==> src/b200_regs_pkg.sv <==
// Settings bus and register map for the board-control block
// Widths, addresses and the clock hold-off length

package b200_regs_pkg;

   ////////////////////////////////////////////////////////////////////////////
   // Settings bus
   ////////////////////////////////////////////////////////////////////////////

   localparam int unsigned set_addr_w = 8;   // Host register address width
   localparam int unsigned set_data_w = 32;  // Host write data width

   ////////////////////////////////////////////////////////////////////////////
   // Register map
   ////////////////////////////////////////////////////////////////////////////

   // Misc outputs word, low 9 bits go to pins
   localparam logic [set_addr_w-1:0] reg_misc_outs = 8'h00;

   // Start of the per-radio ATR windows
   // Radio r owns base + 4*r up to base + 4*r + 3
   localparam logic [set_addr_w-1:0] reg_atr_base = 8'h10;

   // Address step between radios
   // The low two bits pick the ATR state, same code as atr_state_t
   localparam int unsigned reg_atr_stride = 4;

   ////////////////////////////////////////////////////////////////////////////
   // Clock hold-off
   ////////////////////////////////////////////////////////////////////////////

   // Counter width, hold-off is 2**holdoff_bits bus clocks
   // Board build counts much longer, short here to keep sims quick
   localparam int unsigned holdoff_bits = 4;

endpackage : b200_regs_pkg

==> src/b200_fe_pkg.sv <==
// Frontend definitions for the two-radio board
// ATR state code and pin positions inside ATR and misc words

package b200_fe_pkg;

   localparam int unsigned n_radios = 2;  // Radios on the board
   localparam int unsigned atr_w    = 8;  // Bits per ATR control word

   // Radio activity, value doubles as ATR register offset
   typedef enum logic [1:0] {
      idle        = 2'd0,
      rx_only     = 2'd1,
      tx_only     = 2'd2,
      full_duplex = 2'd3
   } atr_state_t;

   // ATR word layout, msb first
   localparam int unsigned fe_bit_tx_enable   = 7;
   localparam int unsigned fe_bit_sfdx_rx     = 6;  // Full duplex switch, rx side
   localparam int unsigned fe_bit_sfdx_tx     = 5;
   localparam int unsigned fe_bit_srx_rx      = 4;  // Rx-only switch
   localparam int unsigned fe_bit_srx_tx      = 3;
   localparam int unsigned fe_bit_led_rx      = 2;
   localparam int unsigned fe_bit_led_txrx_rx = 1;
   localparam int unsigned fe_bit_led_txrx_tx = 0;

   // Misc outputs layout
   localparam int unsigned misc_bit_swap_atr_n   = 8;  // Low swaps radios onto frontends
   localparam int unsigned misc_bit_tx_bandsel_a = 7;
   localparam int unsigned misc_bit_tx_bandsel_b = 6;
   localparam int unsigned misc_bit_rx_bandsel_a = 5;
   localparam int unsigned misc_bit_rx_bandsel_b = 4;
   localparam int unsigned misc_bit_rx_bandsel_c = 3;
   localparam int unsigned misc_bit_spare        = 2;  // Free for reuse
   localparam int unsigned misc_bit_mimo         = 1;
   localparam int unsigned misc_bit_ref_sel      = 0;

endpackage : b200_fe_pkg

==> src/frontend_atr_mux.sv <==
// Frontend pin stage
// Maps the radios onto the two frontends and decodes the misc outputs word

`timescale 1ns/1ps

module frontend_atr_mux (
   input  logic                                  bus_clk,
   input  logic                                  bus_rst,
   input  logic [b200_regs_pkg::set_data_w-1:0] misc_outs,
   input  logic [b200_fe_pkg::atr_w-1:0]        radio_atr [b200_fe_pkg::n_radios],
   output logic [b200_fe_pkg::atr_w-1:0]        fe1_ctrl,
   output logic [b200_fe_pkg::atr_w-1:0]        fe2_ctrl,
   output logic                                  tx_bandsel_a,
   output logic                                  tx_bandsel_b,
   output logic                                  rx_bandsel_a,
   output logic                                  rx_bandsel_b,
   output logic                                  rx_bandsel_c,
   output logic                                  mimo,
   output logic                                  ref_sel
);

   import b200_regs_pkg::*;
   import b200_fe_pkg::*;

   logic [set_data_w-1:0] misc_r;      // Misc word near the pins
   logic                  swap_atr_n;

   ////////////////////////////////////////////////////////////////////////////
   // Misc register stage
   ////////////////////////////////////////////////////////////////////////////

   always_ff @(posedge bus_clk or posedge bus_rst) begin
      if (bus_rst) begin
         misc_r <= '0;
      end else begin
         misc_r <= misc_outs;  // Eases routing to the IO flops
      end
   end

   ////////////////////////////////////////////////////////////////////////////
   // Radio to frontend mapping
   ////////////////////////////////////////////////////////////////////////////

   // Most boards have radio 0 wired to frontend 2
   assign swap_atr_n = misc_r[misc_bit_swap_atr_n];

   assign fe1_ctrl = swap_atr_n ? radio_atr[0] : radio_atr[1];
   assign fe2_ctrl = swap_atr_n ? radio_atr[1] : radio_atr[0];

   // Band selects and board controls
   assign tx_bandsel_a = misc_r[misc_bit_tx_bandsel_a];
   assign tx_bandsel_b = misc_r[misc_bit_tx_bandsel_b];
   assign rx_bandsel_a = misc_r[misc_bit_rx_bandsel_a];
   assign rx_bandsel_b = misc_r[misc_bit_rx_bandsel_b];
   assign rx_bandsel_c = misc_r[misc_bit_rx_bandsel_c];
   assign mimo         = misc_r[misc_bit_mimo];     // Both codec channels in use
   assign ref_sel      = misc_r[misc_bit_ref_sel];  // Reference clock source

endmodule : frontend_atr_mux

==> config.mk <==
export PLATFORM = sky130hd
export DESIGN_NAME = frontend_atr_mux
export DESIGN_NICKNAME = d
export VERILOG_FILES = /design/src/b200_regs_pkg.sv /design/src/b200_fe_pkg.sv /design/src/frontend_atr_mux.sv
export SDC_FILE = /design/constraint.sdc
export NUM_CORES = 1
export LEC_CHECK = 0
export BUFFER_PORTS_ARGS = -buffer_cell sky130_fd_sc_hd__buf_4
export CORE_MARGIN = 2
export CORE_UTILIZATION = 24
export CTS_CLUSTER_SIZE = 28
export DETAILED_ROUTE_END_ITERATION = 12
export GPL_ROUTABILITY_DRIVEN = 1
export PLACE_DENSITY = 0.84
export SLEW_MARGIN = 20
export SYNTH_ARGS = -nofsm -noshare
export SYNTH_HDL_FRONTEND = slang
export SYNTH_SLANG_ARGS = --single-unit
==> constraint.sdc <==
create_clock -name bus_clk -period 1.25 [get_ports bus_clk]
set_input_delay 0.3125 -clock bus_clk [delete_from_list [all_inputs] [get_ports bus_clk]]
set_output_delay 0.3125 -clock bus_clk [all_outputs]
set_load 0.02 [all_outputs]
==> flow_metrics.env, run 1 <==
export IMPL_dpl_cell_area_um2=841
export IMPL_track_usage_pct=11.0
export IMPL_crit_fanout=7
export IMPL_fp_row_count=15
export IMPL_met2_usage_pct=20.0
export IMPL_hold_buffers=0
export IMPL_place_ws_ns=-0.106
export IMPL_diodes=0
export IMPL_fin_crit_sh_pct=129
export IMPL_clock_tree_buffer_depth=2
export IMPL_clk_pin_slew_worst_paths_ns=0.05
export IMPL_cts_buffers=3
export IMPL_yosysUniqueCellTypes=6
export IMPL_clock_sinks=8
export IMPL_start_util_pct=25.9
export IMPL_area_growth_pct=111
export IMPL_antenna_found_initial=0
export IMPL_wl_per_cell_um=12.0
export IMPL_status="finished with violations"
export IMPL_synth_area_top_cells="dfrtp_1 44%, mux2_4 33%, mux2_2 15%"
export IMPL_power_switching_w=0.000220
export IMPL_grt_start_max_net_pins=15
export IMPL_cp_top_family="flip-flops"
export IMPL_ys_ff_latch=8
export IMPL_synth_net_count=77
export IMPL_gp_congestion=0.633
export IMPL_top_usage_layer="met2"
export IMPL_syn_inst=27
export IMPL_io_pins=73
export IMPL_final_nets=131
export IMPL_drv_slew=0
export IMPL_first_pass_iters=2
export IMPL_crit_path_top_delay_cell="dfrtp_2"
export IMPL_crit_path_start_kind="flip-flop"
export IMPL_largest_reg_flops=8
export IMPL_drc=0
export IMPL_drive_above_1_share_pct=89.9
export IMPL_layout_common_cells="35 x buf_4, 14 x mux2_4, 14 x buf_6, 7 x dfrtp_1, 3 x clkbuf_4"
export IMPL_dieArea_um2=2250
export IMPL_end_kind="output port"
export IMPL_yosysSeqAreaShare_pct=44.2
export IMPL_maxCapViolCount=0
export IMPL_met3_usage_pct=3.77
export IMPL_p_int_w=0.000589
export IMPL_layout_cells_non_filler=104
export IMPL_rsz0062_at_grt="yes"
export IMPL_grt_overflow=0
export IMPL_slew_headroom_pct=81.0
export IMPL_wl_mm=1.25
export IMPL_regMostFlops="misc_r"
export IMPL_yosysWarnings=0
export IMPL_ctsHtreeMaxLevel=1
export IMPL_dpl_cell_count=100
export IMPL_cp_buffers_inverters=2
export IMPL_viasPerCell=4.20
export IMPL_cts_tree="yes"
export IMPL_root_buffer="clkbuf_4"
export IMPL_power_per_cell_area_nw_per_um2=845
export IMPL_stdcell_area_um2=957
export IMPL_worstMarginPinSlew_ns=0.285
export IMPL_synth_avg_cell_area_um2=16.8
export IMPL_port_buffers=48
export IMPL_synth_area_um2=453
export IMPL_clkPwrFrac_pct=22.8
export IMPL_coreArea_um2=1750
export IMPL_p_leak_nw=0.509
export IMPL_sw_frac_of_total_pct=27.2
export IMPL_power_frac_comb_pct=42.6
export IMPL_final_common_cell="buf_4"
export IMPL_ir_drop_uv=767
export IMPL_die_h_um=47.4
export IMPL_seqPwrFrac_pct=34.6
export IMPL_hold_ws_ns=0.00165
export IMPL_drtIter0Drc=1
export IMPL_setup_violations=16
export IMPL_via_count=437
export IMPL_die_w_um=47.4
export IMPL_use_met1_pct=9.11
export IMPL_hold_path_class="primary input to async pin"
export IMPL_grt_pass1_wl_mm=1.59
export IMPL_synth_top_area_cell="dfrtp_1"
export IMPL_cp_required_ns=0.94
export IMPL_worst_slack_ns=-0.358
export IMPL_top_regs="misc_r: 8 flops"
export IMPL_slowest_delay_ns=0.44
export IMPL_hold_viol=0
export IMPL_path_class="flip-flop to output port"
export IMPL_worstPathArrival_ns=1.30
export IMPL_period_minus_slack_ns=1.61
export IMPL_synthDominantCellAreaShare_pct=44.2
export IMPL_fin_util_pct=54.8
export IMPL_violations="negative setup slack"
export IMPL_fill_cells=149
export IMPL_crit_chain="clkbuf_16, mux2_4, buf_6"
export IMPL_fmax_mhz=622
export IMPL_grt_pass1_vias=424
export IMPL_postRouteAntennaNets=0
-- path summary, 6_finish.rpt --
kind | startpoint | slack, ns | depth (start not counted) | end
min in group bus_clk | misc_outs[7] | 0.17 | 1 | misc_r[7]
setup / recovery | misc_r[8] | -0.36 | 3 | fe1_ctrl[3]
max in group asynchronous | bus_rst | 1.01 | 2 | misc_r[8]
hold / removal | bus_rst | 0.002 | 2 | misc_r[5]
-- cell usage after synthesis --
library cell,instances
mux2_4,10
dfrtp_1,8
mux2_2,6
buf_12,1
buf_6,1
inv_1,1
-- routing by layer --
metal  wire length (µm)  up-vias
met5                  0        -
met4                 40        0
met3                186        4
met2                606       43
met1                415      190
li1                   -      200
-- metrics by stage --
stage,setup TNS (ns),total power [W]
after floorplan,-0.131,0.000437
after global placement,-1.15,0.000579
after detailed placement,-1.24,0.000584
after CTS,-5.49,0.000804
after global routing,-6.23,0.000853
final,-5.50,0.000809
-- final cells by class --
type / count / area [µm²] / share of cell area [%]
multi-input cells: 16 / 233 / 24.3
flip-flops and latches: 8 / 201 / 21.0
clock buffers: 3 / 22.5 / 2.35
well taps: 25 / 31.3 / 3.27
repair buffers: 51 / 465 / 48.6
inverters: 1 / 3.75 / 0.392
-- kinds of logic (layout without fill, tap and decap cells) --
group	after synthesis	in the layout	synth area share, %
buffers and inverters	3	55	7.73
flip-flops	8	8	44.2
multiplexers	16	16	48.1
-- repair_timing --
action / CTS / global route
gates resized for setup: 14 / 5
cloned: 0 / 1
setup buffers: 0 / 0
hold endpoints to repair: 0 / 0
setup endpoints to repair: 16 / 16
-- power groups by stage --
stage / logic [W] / clock network (W) / registers (W)
floorplan: 0.000141 / 0 / 0.000296
global placement: 0.000298 / 0 / 0.000281
detailed placement: 0.000302 / 0 / 0.000282
CTS: 0.000331 / 0.000195 / 0.000278
global route: 0.000364 / 0.000208 / 0.000281
finish: 0.000345 / 0.000184 / 0.000280
Note: power is estimated with default switching activity, not from simulation.
==> inputs of run 2 (changes only) <==
--- a/config.mk
+++ b/config.mk
@@ -7,11 +7,11 @@
 export LEC_CHECK = 0
 export BUFFER_PORTS_ARGS = -buffer_cell sky130_fd_sc_hd__buf_4
 export CORE_MARGIN = 2
-export CORE_UTILIZATION = 24
+export CORE_UTILIZATION = 27
 export CTS_CLUSTER_SIZE = 28
 export DETAILED_ROUTE_END_ITERATION = 12
 export GPL_ROUTABILITY_DRIVEN = 1
-export PLACE_DENSITY = 0.84
+export PLACE_DENSITY = 0.89
 export SLEW_MARGIN = 20
 export SYNTH_ARGS = -nofsm -noshare
 export SYNTH_HDL_FRONTEND = slang
==> constraint.sdc (replaced) <==
create_clock -name bus_clk -period 1.7 [get_ports bus_clk]
set_input_delay 0.425 -clock bus_clk [delete_from_list [all_inputs] [get_ports bus_clk]]
set_output_delay 0.425 -clock bus_clk [all_outputs]
set_load 0.02 [all_outputs]
==> run 2 against run 1 <==
The flow still finishes with violations (negative setup slack). Critical endpoint is now fe2_ctrl[3]. Cell count shrank 8.7%. Critical path type unchanged. Core utilization grew 6.3 points. Die area shrank 10%. Critical path depth is the same. Clock-buffer cell count is the same. Worst setup slack gained 0.33 ns. Cell area shrank 1.6%. Highest routed layer unchanged.
==> flow_metrics.env, run 2 (synthesis gave the netlist of run 1 again) <==
export IMPL_crit_fanout=7
export IMPL_regMostFlops="misc_r"
export IMPL_layout_cells_non_filler=95
export IMPL_io_pins=73
export IMPL_path_class="flip-flop to output port"
export IMPL_grt_overflow=0
export IMPL_clock_sinks=8
export IMPL_hold_viol=0
export IMPL_hold_path_class="primary input to async pin"
export IMPL_p_leak_nw=0.504
export IMPL_power_per_cell_area_nw_per_um2=631
export IMPL_worstPathArrival_ns=1.30
export IMPL_first_pass_iters=3
export IMPL_grt_pass1_vias=489
export IMPL_root_buffer="clkbuf_4"
export IMPL_grt_start_max_net_pins=15
export IMPL_ctsHtreeMaxLevel=1
export IMPL_top_regs="misc_r: 8 flops"
export IMPL_grt_pass1_wl_mm=1.97
export IMPL_die_w_um=45.0
export IMPL_worstSetupStartpoint="misc_r[8]"
export IMPL_worst_slack_ns=-0.0240
export IMPL_area_growth_pct=108
export IMPL_drv_slew=0
export IMPL_drive_above_1_share_pct=89.9
export IMPL_gp_congestion=0.645
export IMPL_layout_common_cells="35 x buf_4, 14 x buf_6, 13 x mux2_4, 7 x dfrtp_1"
export IMPL_coreArea_um2=1540
export IMPL_via_count=439
export IMPL_power_w=0.000595
export IMPL_rsz0062_at_grt="yes"
export IMPL_cp_required_ns=1.27
export IMPL_drc=0
export IMPL_period_minus_slack_ns=1.72
export IMPL_hold_buffers=0
export IMPL_viasPerCell=4.62
export IMPL_ir_drop_uv=448
export IMPL_clk_pin_slew_worst_paths_ns=0.05
export IMPL_setup_violations=9
export IMPL_diodes=0
export IMPL_die_h_um=45.0
export IMPL_maxCapViolCount=0
export IMPL_fp_row_count=14
export IMPL_largest_reg_flops=8
export IMPL_fmax_mhz=580
export IMPL_violations="negative setup slack"
export IMPL_slew_headroom_pct=81.3
export IMPL_final_common_cell="buf_4"
export IMPL_wl_per_cell_um=13.7
export IMPL_clock_tree_buffer_depth=2
export IMPL_port_buffers=48
export IMPL_status="finished with violations"
export IMPL_start_util_pct=29.4
export IMPL_cts_buffers=3
export IMPL_dpl_cell_count=90
export IMPL_dieArea_um2=2020
export IMPL_worstMarginPinSlew_ns=0.280
export IMPL_drtIter0Drc=1
export IMPL_final_nets=131
export IMPL_cts_tree="yes"
export IMPL_postRouteAntennaNets=0
export IMPL_crit_path_start_kind="flip-flop"
export IMPL_track_usage_pct=14.9
export IMPL_fin_crit_sh_pct=101
export IMPL_antenna_found_initial=0
export IMPL_end_kind="output port"
export IMPL_wl_mm=1.30
-- run 2: changes by cell type in the layout (fill, tap and decap cells not counted) --
cell,previous run,this run
mux2_2,2,3
mux2_4,14,13
-- run 2: per-stage QoR --
step                      util, %  hold WS [ns]  cell area, µm²  setup TNS [ns]  setup WS [ns]
after floorplan                 -         0.241             453               0          0.324
final                        61.1         0.115             942          -0.131        -0.0240
after global routing         61.1         0.123             942          -0.718        -0.0609
after global placement       53.3         0.372             822               0          0.193
after CTS                    58.4         0.119             901          -0.122        -0.0464
after detailed placement     53.3         0.384             822               0          0.180
-- run 2: layout make-up --
type                       instances  area [µm²]
timing repair buffer              51         465
clock buffer                       3        22.5
inverter                           1        3.75
sequential                         8         201
multi-input combinational         16         229
fill                             125         599
tap                               16        20.0
-- run 2: worst max path at each step --
stage | to | depth (start not counted)
2_1_floorplan | fe1_ctrl[0] | 3
3_3_place_gp | fe2_ctrl[0] | 3
3_5_place_dp | fe1_ctrl[4] | 3
4_1_cts | fe2_ctrl[1] | 3
5_1_grt | fe2_ctrl[3] | 3
6_report | fe2_ctrl[3] | 3
-- run 2: report_power, final --
| part | total (W) | switching (W) | internal (W) |
|---|---|---|---|
| registers | 0.000205 | 0.00000448 | 0.000201 |
| logic | 0.000252 | 0.000101 | 0.000151 |
| clock network | 0.000137 | 0.0000568 | 0.0000802 |
-- run 2: repair_timing --
item	4_1_cts	5_1_grt
gates resized for setup	13	5
hold endpoints to repair	0	0
buffers inserted	1	0
gates cloned	0	1
setup endpoints to repair	14	16
-- run 2: critical path: stages (launching register included) --
cell       delay, ns
dfrtp_2         0.44
clkbuf_16       0.18
mux2_4          0.30
buf_6           0.13
-- run 2: metal layers --
layer,GRT usage (%),routed length (µm)
met1,10.8,342
met2,27.1,687
met3,6.80,220
met4,14.1,51
met5,0,0
