`src/b200_regs_pkg.sv`:
```
// Settings bus and register map for the board-control block
// Widths, addresses and the clock hold-off length

package b200_regs_pkg;

   ////////////////////////////////////////////////////////////////////////////
   // Settings bus
   ////////////////////////////////////////////////////////////////////////////

   localparam int unsigned set_addr_w = 8;   // Host register address width
   localparam int unsigned set_data_w = 32;  // Host write data width

   ////////////////////////////////////////////////////////////////////////////
   // Register map
   ////////////////////////////////////////////////////////////////////////////

   // Misc outputs word, low 9 bits go to pins
   localparam logic [set_addr_w-1:0] reg_misc_outs = 8'h00;

   // Start of the per-radio ATR windows
   // Radio r owns base + 4*r up to base + 4*r + 3
   localparam logic [set_addr_w-1:0] reg_atr_base = 8'h10;

   // Address step between radios
   // The low two bits pick the ATR state, same code as atr_state_t
   localparam int unsigned reg_atr_stride = 4;

   ////////////////////////////////////////////////////////////////////////////
   // Clock hold-off
   ////////////////////////////////////////////////////////////////////////////

   // Counter width, hold-off is 2**holdoff_bits bus clocks
   // Board build counts much longer, short here to keep sims quick
   localparam int unsigned holdoff_bits = 4;

endpackage : b200_regs_pkg

```
`src/b200_fe_pkg.sv`:
```
// Frontend definitions for the two-radio board
// ATR state code and pin positions inside ATR and misc words

package b200_fe_pkg;

   localparam int unsigned n_radios = 2;  // Radios on the board
   localparam int unsigned atr_w    = 8;  // Bits per ATR control word

   // Radio activity, value doubles as ATR register offset
   typedef enum logic [1:0] {
      idle        = 2'd0,
      rx_only     = 2'd1,
      tx_only     = 2'd2,
      full_duplex = 2'd3
   } atr_state_t;

   // ATR word layout, msb first
   localparam int unsigned fe_bit_tx_enable   = 7;
   localparam int unsigned fe_bit_sfdx_rx     = 6;  // Full duplex switch, rx side
   localparam int unsigned fe_bit_sfdx_tx     = 5;
   localparam int unsigned fe_bit_srx_rx      = 4;  // Rx-only switch
   localparam int unsigned fe_bit_srx_tx      = 3;
   localparam int unsigned fe_bit_led_rx      = 2;
   localparam int unsigned fe_bit_led_txrx_rx = 1;
   localparam int unsigned fe_bit_led_txrx_tx = 0;

   // Misc outputs layout
   localparam int unsigned misc_bit_swap_atr_n   = 8;  // Low swaps radios onto frontends
   localparam int unsigned misc_bit_tx_bandsel_a = 7;
   localparam int unsigned misc_bit_tx_bandsel_b = 6;
   localparam int unsigned misc_bit_rx_bandsel_a = 5;
   localparam int unsigned misc_bit_rx_bandsel_b = 4;
   localparam int unsigned misc_bit_rx_bandsel_c = 3;
   localparam int unsigned misc_bit_spare        = 2;  // Free for reuse
   localparam int unsigned misc_bit_mimo         = 1;
   localparam int unsigned misc_bit_ref_sel      = 0;

endpackage : b200_fe_pkg

```
`src/settings_regs.sv`:
```
// Host settings register bank
// Holds the misc outputs word and four ATR words per radio

`timescale 1ns/1ps

module settings_regs (
   input  logic                                  bus_clk,
   input  logic                                  bus_rst,
   input  logic                                  set_stb,   // One-cycle write strobe
   input  logic [b200_regs_pkg::set_addr_w-1:0] set_addr,
   input  logic [b200_regs_pkg::set_data_w-1:0] set_data,
   output logic [b200_regs_pkg::set_data_w-1:0] misc_outs,
   output logic [b200_fe_pkg::atr_w-1:0]        atr_idle [b200_fe_pkg::n_radios],
   output logic [b200_fe_pkg::atr_w-1:0]        atr_rx   [b200_fe_pkg::n_radios],
   output logic [b200_fe_pkg::atr_w-1:0]        atr_tx   [b200_fe_pkg::n_radios],
   output logic [b200_fe_pkg::atr_w-1:0]        atr_fdx  [b200_fe_pkg::n_radios]
);

   import b200_regs_pkg::*;
   import b200_fe_pkg::*;

   // Size of all ATR windows together
   localparam logic [set_addr_w-1:0] atr_span = set_addr_w'(n_radios * reg_atr_stride);

   logic [set_addr_w-1:0] atr_off;    // Address relative to the ATR base
   logic                  atr_hit;    // Address lands in some radio's window
   logic [set_addr_w-3:0] atr_radio;  // Which radio
   atr_state_t            atr_state;  // Which of the four words

   ////////////////////////////////////////////////////////////////////////////
   // Address decode
   ////////////////////////////////////////////////////////////////////////////

   assign atr_off   = set_addr - reg_atr_base;
   assign atr_hit   = (set_addr >= reg_atr_base) && (atr_off < atr_span);
   assign atr_radio = atr_off[set_addr_w-1:2];            // Stride of four words
   assign atr_state = atr_state_t'(atr_off[1:0]);

   ////////////////////////////////////////////////////////////////////////////
   // Register writes
   ////////////////////////////////////////////////////////////////////////////

   always_ff @(posedge bus_clk or posedge bus_rst) begin
      if (bus_rst) begin
         misc_outs <= '0;
         for (int r = 0; r < n_radios; r++) begin
            atr_idle[r] <= '0;
            atr_rx[r]   <= '0;
            atr_tx[r]   <= '0;
            atr_fdx[r]  <= '0;
         end
      end else if (set_stb) begin
         if (set_addr == reg_misc_outs) begin
            misc_outs <= set_data;  // Full word kept
         end
         // Only the low ATR bits are stored
         for (int r = 0; r < n_radios; r++) begin
            if (atr_hit && (atr_radio == (set_addr_w-2)'(r))) begin
               case (atr_state)
                  idle:        atr_idle[r] <= set_data[atr_w-1:0];
                  rx_only:     atr_rx[r]   <= set_data[atr_w-1:0];
                  tx_only:     atr_tx[r]   <= set_data[atr_w-1:0];
                  full_duplex: atr_fdx[r]  <= set_data[atr_w-1:0];
                  default:     ;
               endcase
            end
         end
      end
      // Anything else on the bus is dropped
   end

   // An X address would silently miss every register
   a_addr_known : assert property (
      @(posedge bus_clk) disable iff (bus_rst)
      set_stb |-> !$isunknown(set_addr)
   ) else $error("Unknown set_addr during settings write");

endmodule : settings_regs

```
`config.mk`:
```
export PLATFORM = sky130hd
export DESIGN_NAME = settings_regs
export DESIGN_NICKNAME = d
export VERILOG_FILES = /design/src/b200_regs_pkg.sv /design/src/b200_fe_pkg.sv /design/src/settings_regs.sv
export SDC_FILE = /design/constraint.sdc
export NUM_CORES = 1
export LEC_CHECK = 0
export ABC_AREA = 0
export BUFFER_PORTS_ARGS = -buffer_cell sky130_fd_sc_hd__buf_2
export CAP_MARGIN = 10
export CORE_ASPECT_RATIO = 0.8
export CORE_MARGIN = 2
export CORE_UTILIZATION = 51
export CTS_BUF_LIST = sky130_fd_sc_hd__clkbuf_8
export DETAILED_ROUTE_END_ITERATION = 8
export PLACE_DENSITY = 0.82
export RECOVER_POWER = 100
export SYNTH_ARGS = -nofsm -noshare
export SYNTH_HDL_FRONTEND = slang
export SYNTH_SLANG_ARGS = --single-unit
```
`constraint.sdc`:
```
create_clock -name bus_clk -period 3.4 [get_ports bus_clk]
set_input_delay 0.17 -clock bus_clk [delete_from_list [all_inputs] [get_ports bus_clk]]
set_output_delay 0.17 -clock bus_clk [all_outputs]
set_load 0.1 [all_outputs]
```
==> results.md, run 1 <==
- Status: finished, violations left
- Failing checks: max-capacitance violations, max-slew violations
- Cell at the slowest stage of the critical path: clkbuf_1
- Hold-fix buffers, CTS: 0
- Mapped Cells: 216
- GRT Total Usage: 0.203
- GRT overflow: 0
- Crit path max fanout: 2
- CTS Buf Count: 9
- Hold WC Path Type: in -> reg
- Fin area: 4500 sq um
- Syn Area/Cell: 17.9 sq um
- GP Congestion: 0.776
- Worst Path Buf+Inv: 1
- LEAKAGE: 0.00232 uW
- Internal power: 1550 uW
- Sink Count: 96
- Routed vias: 2371
- HP Start: set_data[16]
- Maximum VDD drop: 0.000295 V
- Die X: 101 um
- Clock Path Buffers: 2
- Root Buffer: clkbuf_8
- # nets final: 403
- PortBufs: 138
- Sequential share of power: 0.497
- Final setup violation count: 0
- Worst setup startpoint: atr_rx[11]
- Post-CTS Setup Inserts: 0
- Net Count, Synth: 259
- Warnings from Yosys: 0
- Vias in the first global route: 2459
- H-tree depth: 3
- Slew @ Worst Pin: 1.72 ns
- Setup WS post-layout: 1.62 ns
- Crit. End Element: output port
- CTS tree: yes
- Post_cts resized: 0
- I/O pin total: 139
- Most common cell in the synthesized netlist: dfrtp_1
- DP HPWL: 5.78 mm
- Final-report hold violation count: 0
- Async S/R FF share, synth: 1.00
- Post-synth EDFFs: 0
- Total of max-cap violations: 1
- Num rows: 28
- Area after DPL: 4630 sq um
- RR Endpoint: misc_outs[7]
- R2R Setup Slk: 2.59 ns
- Max_slew headroom: -0.149
- Ant. Diodes: 0
- Top cells by area, synth: dfrtp_1 62%, mux2_2 19%, mux2_4 12%
- Reg2reg start: misc_outs[7]
- Fill cells: 632
- Initial antenna violation count: 0
- Startpoint Class: flop
- Synth top cells by count: 96 x dfrtp_1, 66 x mux2_2, 30 x mux2_4, 4 x nand3_2, 4 x nand4_2
- Maximum clock rate: 560 MHz
- Initial Util: 0.524
- Seq cells post-synth: 96
- Final min period: 1.78 ns
- Clock skew: 0 ns
- DRT iter0 DRCs: 39
- DP Worst Slack: 1.38 ns
- Top cell type's share of synthesized area: 0.623
- CORE AREA: 7360 sq um
- First-pass GRT wire length: 12.7 mm
- RSZ-0062 raised after global routing: false
- Reg2Reg Depth: 1
- Hold path cells: 2
- First drt pass iteration count: 4
- Clock share of power: 0.271
- Endpoint, Worst Hold: misc_outs[16]
- Sw power: 909 uW
- CP cell instances: clkbuf_1
- Detailed Route WL: 8.09 mm
- Final Power: 2460 uW
- CP required: 3.23 ns
- Setup_tns: 0 ns
- Power Density: 547 nW/um^2
- Crit path DAT: 1.61 ns
- Routed Antenna Nets: 0
- Full die area: 8280 sq um
- Largest net degree at the start of global routing: 87
- Final worst path period share: 0.525
- CTS clock-pin slew for the worst setup and hold paths: 0.09 ns
- Net Sw Frac: 0.369
- Post-synth top area cell: dfrtp_1
- Skew-Pair Late Insertion Delay: 0.35 ns
- Ys flop type: dfrtp_1
- CP top delay family: buffers and inverters
- Die Ht: 81.8 um
- Cell Area, Synth: 3860 sq um
- CP max stage delay: 0.91 ns
- Synthesis-to-layout area growth: 16.7%
- Vias/cell: 5.21
- Fin. max-slew vios: 87
- Post-synthesis sequential area ratio: 0.623
- Avg WL per Cell: 17.8 um
- Layout cells sized above 1: 0.348
- Distinct cells, synth: 17
- Post-route DRC: 0
- Combinational power share: 0.233
- Crit path kind: reg -> out
state kept, by name, indices dropped and copies added, names as in the netlist:
signal,cells
atr_idle,16
misc_outs,32
atr_tx,16
atr_rx,16
atr_fdx,16
power groups by stage:
stage | clock network (uW) | logic (uW) | registers [uW]
2_1_floorplan | 0 | 89.1 | 1640
3_3_place_gp | 0 | 607 | 1240
3_5_place_dp | 0 | 613 | 1250
4_1_cts | 684 | 614 | 1220
5_1_grt | 740 | 595 | 1230
6_report | 667 | 573 | 1220
cells by family after synthesis:
| logic type | synth area share |
|---|---|
| flops | 0.623 |
| mux | 0.309 |
| simple gates | 0.0535 |
| buf+inv | 0.0143 |
metrics by stage:
stage | utilization | hold WS [ns] | std cells
finish | 0.612 | 0.0247 | 455
global route | 0.612 | 0.00212 | 455
CTS | 0.653 | 0.0251 | 455
detailed placement | 0.629 | 0.405 | 439
global placement | 0.629 | 0.402 | 439
floorplan | - | 0.319 | 216
placed cells by master, fill, tap and decap left out:
cell type / synthesis / routed
nor4b_4: 2 / 1
inv_1: 1 / 2
and4bb_2: 1 / 1
nand4_1: 0 / 4
clkbuf_8: 0 / 10
buf_2: 2 / 41
nor2b_1: 1 / 1
nand3_1: 0 / 4
mux2_4: 30 / 1
clkinvlp_4: 0 / 1
mux2_1: 0 / 29
mux2_2: 66 / 66
nand3_4: 1 / 1
clkinv_4: 0 / 2
dfrtp_1: 96 / 96
nor4b_1: 0 / 1
nor4_4: 1 / 1
inv_2: 0 / 1
clkinv_2: 0 / 1
clkbuf_1: 1 / 99
nor2_1: 1 / 1
nor3b_1: 1 / 1
routing by layer:
layer,share of wire,wire length [um],vias to the layer above,track usage
met5,0,0,-,0
met2,0.45,3640,102,0.315
met1,0.45,3600,1199,0.266
met4,0.0063,51,0,0.0500
li1,-,-,1064,-
met3,0.098,795,6,0.0885
area by class of cell:
type	instances	area [sq um]	share of cell area
clock buffers	10	138	0.0306
clock inverters	6	37.5	0.00834
inverters	1	3.75	0.000834
repair buffers	140	577	0.128
multi-input cells	112	1230	0.273
well taps	90	113	0.0250
flip-flops and latches	96	2400	0.534
worst max-delay path by stage:
stage	end	slack [ns]	depth (start not counted)
floorplan	atr_fdx[0]	0.72	1
global placement	misc_outs[1]	1.49	4
detailed placement	misc_outs[31]	1.38	4
CTS	misc_outs[1]	1.78	4
global route	misc_outs[23]	1.38	3
finish	atr_rx[11]	1.62	1
No activity file was read; power rests on OpenSTA's default activity.
==> run 2, diff against run 1 <==
--- a/config.mk
+++ b/config.mk
@@ -5,7 +5,7 @@
 export SDC_FILE = /design/constraint.sdc
 export NUM_CORES = 1
 export LEC_CHECK = 0
-export ABC_AREA = 0
+export ABC_AREA = 1
 export BUFFER_PORTS_ARGS = -buffer_cell sky130_fd_sc_hd__buf_2
 export CAP_MARGIN = 10
 export CORE_ASPECT_RATIO = 0.8
@@ -13,7 +13,7 @@
 export CORE_UTILIZATION = 51
 export CTS_BUF_LIST = sky130_fd_sc_hd__clkbuf_8
 export DETAILED_ROUTE_END_ITERATION = 8
-export PLACE_DENSITY = 0.82
+export PLACE_DENSITY = 0.81
 export RECOVER_POWER = 100
 export SYNTH_ARGS = -nofsm -noshare
 export SYNTH_HDL_FRONTEND = slang
==> constraint.sdc (replaced) <==
create_clock -name bus_clk -period 1.87 [get_ports bus_clk]
set_input_delay 0.0935 -clock bus_clk [delete_from_list [all_inputs] [get_ports bus_clk]]
set_output_delay 0.0935 -clock bus_clk [all_outputs]
set_load 0.1 [all_outputs]
==> run 2 against run 1 <==
The flow now finishes without violations. Non-clock buffer count grew 33. Combinational power grew 100%. Cell area grew 14%. Sequential power grew 83%. Power grew 88%. Clock skew is the same. Sequential cell count is the same. Critical path depth grew 5. Count of clock-buffer cells in the layout grew 1. Global-route usage grew 6.5 points. Worst setup slack lost 1.1 ns. Via count grew 56%. Critical path type is now in -> reg. Critical endpoint is now atr_idle[7].
==> results.md, run 2 <==
- Cells after DPL: 670
- Number of flip-flops in the largest register: 32
- Full die area: 8490 sq um
- RSZ-0062 raised after global routing: false
- Total of max-cap violations: 0
- Power Density: 906 nW/um^2
- Post-synth top area cell: dfrtp_1
- Worst Path Buf+Inv: 1
- Top cells by area, synth: dfrtp_1 61%, nand2_1 19%, nand3_1 7.1%
- Levels on crit path: 6
- Cell at the slowest stage of the critical path: nor2_4
- Crit. End Element: flop
- CP required: 2.17 ns
- Max_slew headroom: 0.237
- CP top delay family: simple AND/OR/NAND/NOR gates
- Post-CTS Setup Inserts: 0
- Final-report hold violation count: 0
- Post-route DRC: 0
- Net Count, Synth: 487
- Most common cell after layout, fill and taps aside: nand2_1
- Post_cts resized: 0
- Crit path kind: in -> reg
- Crit path DAT: 1.68 ns
- Largest Register: misc_outs
- Die Ht: 82.8 um
- CP cell instances: clkbuf_1 > nor2_4 > nand3_1 > nor2_4 > nand3_1 > nand2_1
- Async S/R FF share, synth: 1.00
- Hold path cells: 3
- WHS: 0.0855 ns
- Setup_tns: 0 ns
- Syn Area/Cell: 8.92 sq um
- CTS tree: yes
- Die X: 103 um
- Final min period: 1.39 ns
- CTS clock-pin slew for the worst setup and hold paths: 0.09 ns
- Maximum clock rate: 722 MHz
- I/O pin total: 139
- Commonest non-fill, non-tap cells in the layout: 196 x nand2_1, 98 x clkbuf_2, 96 x dfrtp_1, 58 x nand3_1, 40 x o21ai_0
- Distinct cells, synth: 16
- Seq cells post-synth: 96
- DP HPWL: 7.26 mm
- Crit path max fanout: 32
- DP Worst Slack: 0.390 ns
- CTS Buf Count: 9
- Ant. Diodes: 0
- Synth top cells by count: 196 x nand2_1, 96 x dfrtp_1, 56 x nand3_1, 40 x o21ai_0, 17 x clkbuf_1
- Root Buffer: clkbuf_8
- Hold-fix buffers, CTS: 25
- Cell Area, Synth: 3960 sq um
- Clock Path Buffers: 2
- GP Congestion: 0.833
- Startpoint Class: input port
- Routed Antenna Nets: 0
- Synthesis-to-layout area growth: 29.4%
- Most common cell in the synthesized netlist: nand2_1
- Final setup violation count: 0
- Fin cells: 710
- Setup WS post-layout: 0.485 ns
- First-pass GRT wire length: 17.7 mm
- Reg2Reg Depth: 2
- Maximum VDD drop: 0.000568 V
- First drt pass iteration count: 5
- Detailed Route WL: 10.9 mm
- GRT Total Usage: 0.268
- Status: completed
- Avg WL per Cell: 15.3 um
- LEAKAGE: 0.00302 uW
- CORE AREA: 7460 sq um
- CP max stage delay: 0.64 ns
- Layout cells sized above 1: 0.283
- Hold WC Path Type: in -> reg
- Post-synthesis sequential area ratio: 0.606
- DRT iter0 DRCs: 266
- Top cell type's share of synthesized area: 0.606
- Warnings from Yosys: 0
- Sink Count: 96
- Fin. max-slew vios: 0
- Vias in the first global route: 3606
- Num rows: 28
- Largest net degree at the start of global routing: 39
- Clock skew: 0 ns
- Vias/cell: 5.22
- Slew @ Worst Pin: 1.14 ns
- Ys flop type: dfrtp_1
- Final worst path period share: 0.741
- Mapped Cells: 444
- PortBufs: 138
- Routed vias: 3704
- Post-synth EDFFs: 0
- Final Power: 4640 uW
- H-tree depth: 3
- Initial Util: 0.531
- GRT overflow: 0
- # nets final: 644
- Initial antenna violation count: 0
- Skew-Pair Late Insertion Delay: 0.36 ns
-- run 2: where the power goes --
part	internal [uW]	total (uW)	switching, uW
Clock	548	1250	700
Sequential	2170	2230	57.5
Combinational	183	1170	983
Total	2900	4640	1740
-- run 2: stage by stage --
step	instance area, sq um	utilization
after floorplan	3970	-
after global placement	4730	0.634
after detailed placement	4730	0.634
after CTS	5160	0.692
after global routing	5130	0.687
final	5130	0.687
-- run 2: logic make-up (layout without fill, tap and decap cells) --
logic type / after synthesis / after routing / share of synthesized area
AND/OR/NAND/NOR: 273 / 273 / 0.297
flip-flops: 96 / 96 / 0.606
buffers and inverters: 35 / 196 / 0.0464
AO/OA/AOI/OAI: 40 / 40 / 0.0505
-- run 2: cell type report --
type / count / area [sq um]
Multi-Input combinational cell: 313 / 1350
Fill cell: 602 / 2330
Tap cell: 105 / 131
Clock inverter: 4 / 30.0
Timing Repair Buffer: 173 / 1030
Sequential cell: 96 / 2400
Clock buffer: 11 / 151
Inverter: 8 / 31.3
-- run 2: worst reg2reg max path, delay by kind of cell, from the launching register on --
| family | cells | cell delay (ns) |
|---|---|---|
| AND/OR/NAND/NOR | 1 | 0.10 |
| flip-flops | 1 | 0.40 |
| AO/OA/AOI/OAI | 1 | 0.09 |
-- run 2: routing by layer --
layer  part of all wire  vias up  track usage
li1                   -     1736            -
met5                  0        -            0
met4              0.037        0        0.113
met1               0.42     1756        0.361
met3              0.063       39       0.0539
met2               0.48      173        0.425
-- run 2: worst paths after layout --
path	to	start	slack [ns]
worst min register to register	atr_idle[3]	atr_idle[3]	0.47
worst min-delay path	misc_outs[6]	set_data[6]	0.09
max in group asynchronous	atr_fdx[12]	bus_rst	0.69
worst max-delay path	atr_idle[7]	set_addr[5]	0.48
min in group asynchronous	misc_outs[24]	bus_rst	0.48
worst max register to register	misc_outs[11]	misc_outs[11]	1.15
==> run 3, diff against run 2 <==
==> constraint.sdc (replaced) <==
create_clock -name bus_clk -period 1.3 [get_ports bus_clk]
set_input_delay 0.065 -clock bus_clk [delete_from_list [all_inputs] [get_ports bus_clk]]
set_output_delay 0.065 -clock bus_clk [all_outputs]
set_load 0.1 [all_outputs]
==> run 3 against run 2 <==
Global-route usage rose by 0.43 points. Critical path type is now reg -> out. Combinational power rose by 44%. Count of clock-buffer cells in the layout fell by 2. Worst hold slack got worse by 0.041 ns. Cell count rose by 0.85%.
==> results.md, run 3 (synthesis results as in run 2) <==
- Status: completed
- Crit path kind: reg -> out
- Synthesis-to-layout area growth: 31.5%
- Crit path max fanout: 2
- Most common cell after layout, fill and taps aside: nand2_1
- Fill cells: 587
- Die X: 103 um
- Met2 Usage GRT: 0.428
- Area after DPL: 4780 sq um
- Commonest non-fill, non-tap cells in the layout: 196 x nand2_1, 121 x buf_2, 96 x dfrtp_1, 57 x nand3_1, 40 x o21ai_0
- PortBufs: 138
- CORE AREA: 7460 sq um
- CP top delay family: buffers and inverters
- Clock skew: 0 ns
- Avg WL per Cell: 15.5 um
- I/O pin total: 139
- Cell at the slowest stage of the critical path: buf_2
- CTS Buf Count: 9
- Crit. End Element: output port
- Vias in the first global route: 3639
- Final min period: 1.27 ns
- DP HPWL: 7.19 mm
- Root Buffer: clkbuf_8
- GRT overflow: 0
- Sink Count: 96
- Total of max-cap violations: 0
- Clock Path Buffers: 2
- Fin area: 5210 sq um
- Die Ht: 82.8 um
- CTS tree: yes
- Post-route DRC: 0
- Num rows: 28
- Final setup violation count: 0
- Maximum clock rate: 787 MHz
- Max_slew headroom: 0.427
- Met3 usage in global routing: 0.0690
- Routed vias: 3770
- Maximum VDD drop: 0.000945 V
- # nets final: 649
- Seq. cell area: 2400 sq um
- First drt pass iteration count: 5
- LEAKAGE: 0.00315 uW
- Crit path DAT: 1.21 ns
- First-pass GRT wire length: 18.1 mm
- Number of flip-flops in the largest register: 32
- Vias/cell: 5.27
- Setup_tns: 0 ns
- CP max stage delay: 0.44 ns
- Startpoint Class: flop
- GRT Total Usage: 0.273
- Largest net degree at the start of global routing: 97
- Post-CTS Setup Inserts: 0
- Area of the multi-input gates: 1360 sq um
- Hold WC Path Type: in -> reg
- Power Density: 1320 nW/um^2
- Largest Register: misc_outs
- DRT iter0 DRCs: 276
- CP cell instances: buf_2
- Slew @ Worst Pin: 0.859 ns
- Layout cells sized above 1: 0.286
- RSZ-0062 raised after global routing: false
- Full die area: 8490 sq um
- Routed Antenna Nets: 0
- Initial Util: 0.531
- Final-report hold violation count: 0
- CTS clock-pin slew for the worst setup and hold paths: 0.10 ns
- Global routing's busiest layer: met2
- Ant. Diodes: 0
- M1 GR Usage: 0.372
- Fin. max-slew vios: 0
- Final Core Density: 0.698
- Final worst path period share: 0.977
- H-tree depth: 3
- CP required: 1.24 ns
- GP Congestion: 0.844
- Initial antenna violation count: 0
- Skew-Pair Late Insertion Delay: 0.37 ns
- Worst Path Buf+Inv: 1
- Detailed Route WL: 11.1 mm
-- run 3: cell count changes in the layout (fill, tap and decap cells not counted), sizes merged --
cell,change
buf,+86
clkbuf,-83
clkinvlp,-4
inv,+4
clkinv,+2
bufinv,+1
-- run 3: routing by layer --
metal	vias to the layer above	part of all wire
met2	161	0.49
li1	1759	-
met4	0	0.027
met1	1819	0.40
met3	31	0.080
met5	-	0
-- run 3: what timing repair did --
item / 4_1_cts / 5_1_grt
hold endpoints to repair: 120 / 0
setup endpoints to repair: 0 / 3
resized for setup: 0 / 3
hold buffers: 25 / 0
-- run 3: final cells by class --
class / count / share of cell area
clock buffer: 9 / 0.0238
sequential: 96 / 0.461
timing repair buffer: 178 / 0.207
inverter: 8 / 0.00649
tap: 105 / 0.0252
clock inverter: 7 / 0.0154
multi-input combinational: 313 / 0.261
-- run 3: per-stage QoR --
stage | power, uW | hold slack [ns] | std cells | setup slack (ns)
finish | 6900 | 0.0444 | 716 | 0.0295
global route | 7150 | 0.0395 | 716 | 0.00422
CTS | 6930 | 0.0316 | 716 | 0.0268
detailed placement | 4890 | 0.261 | 675 | 0.0349
global placement | 4870 | 0.245 | 675 | 0.112
floorplan | 4540 | 0.182 | 444 | 0.0615
-- run 3: power breakdown --
| group | internal [uW] | switching [uW] | total [uW] |
|---|---|---|---|
| combinational | 268 | 1420 | 1690 |
| clock | 917 | 1100 | 2020 |
| sequential | 3120 | 76.6 | 3200 |
-- run 3: worst paths after layout --
| check | startpoint | end | slack [ns] | depth (start not counted) |
|---|---|---|---|---|
| max | atr_rx[7] | atr_rx[7] | 0.03 | 1 |
| min | set_data[7] | atr_idle[15] | 0.04 | 3 |
| max reg2reg | misc_outs[26] | misc_outs[26] | 0.60 | 2 |
| min reg2reg | atr_tx[13] | atr_tx[13] | 0.48 | 2 |
| max in group asynchronous | bus_rst | atr_fdx[12] | 0.20 | 4 |
| min in group asynchronous | bus_rst | misc_outs[3] | 0.50 | 4 |
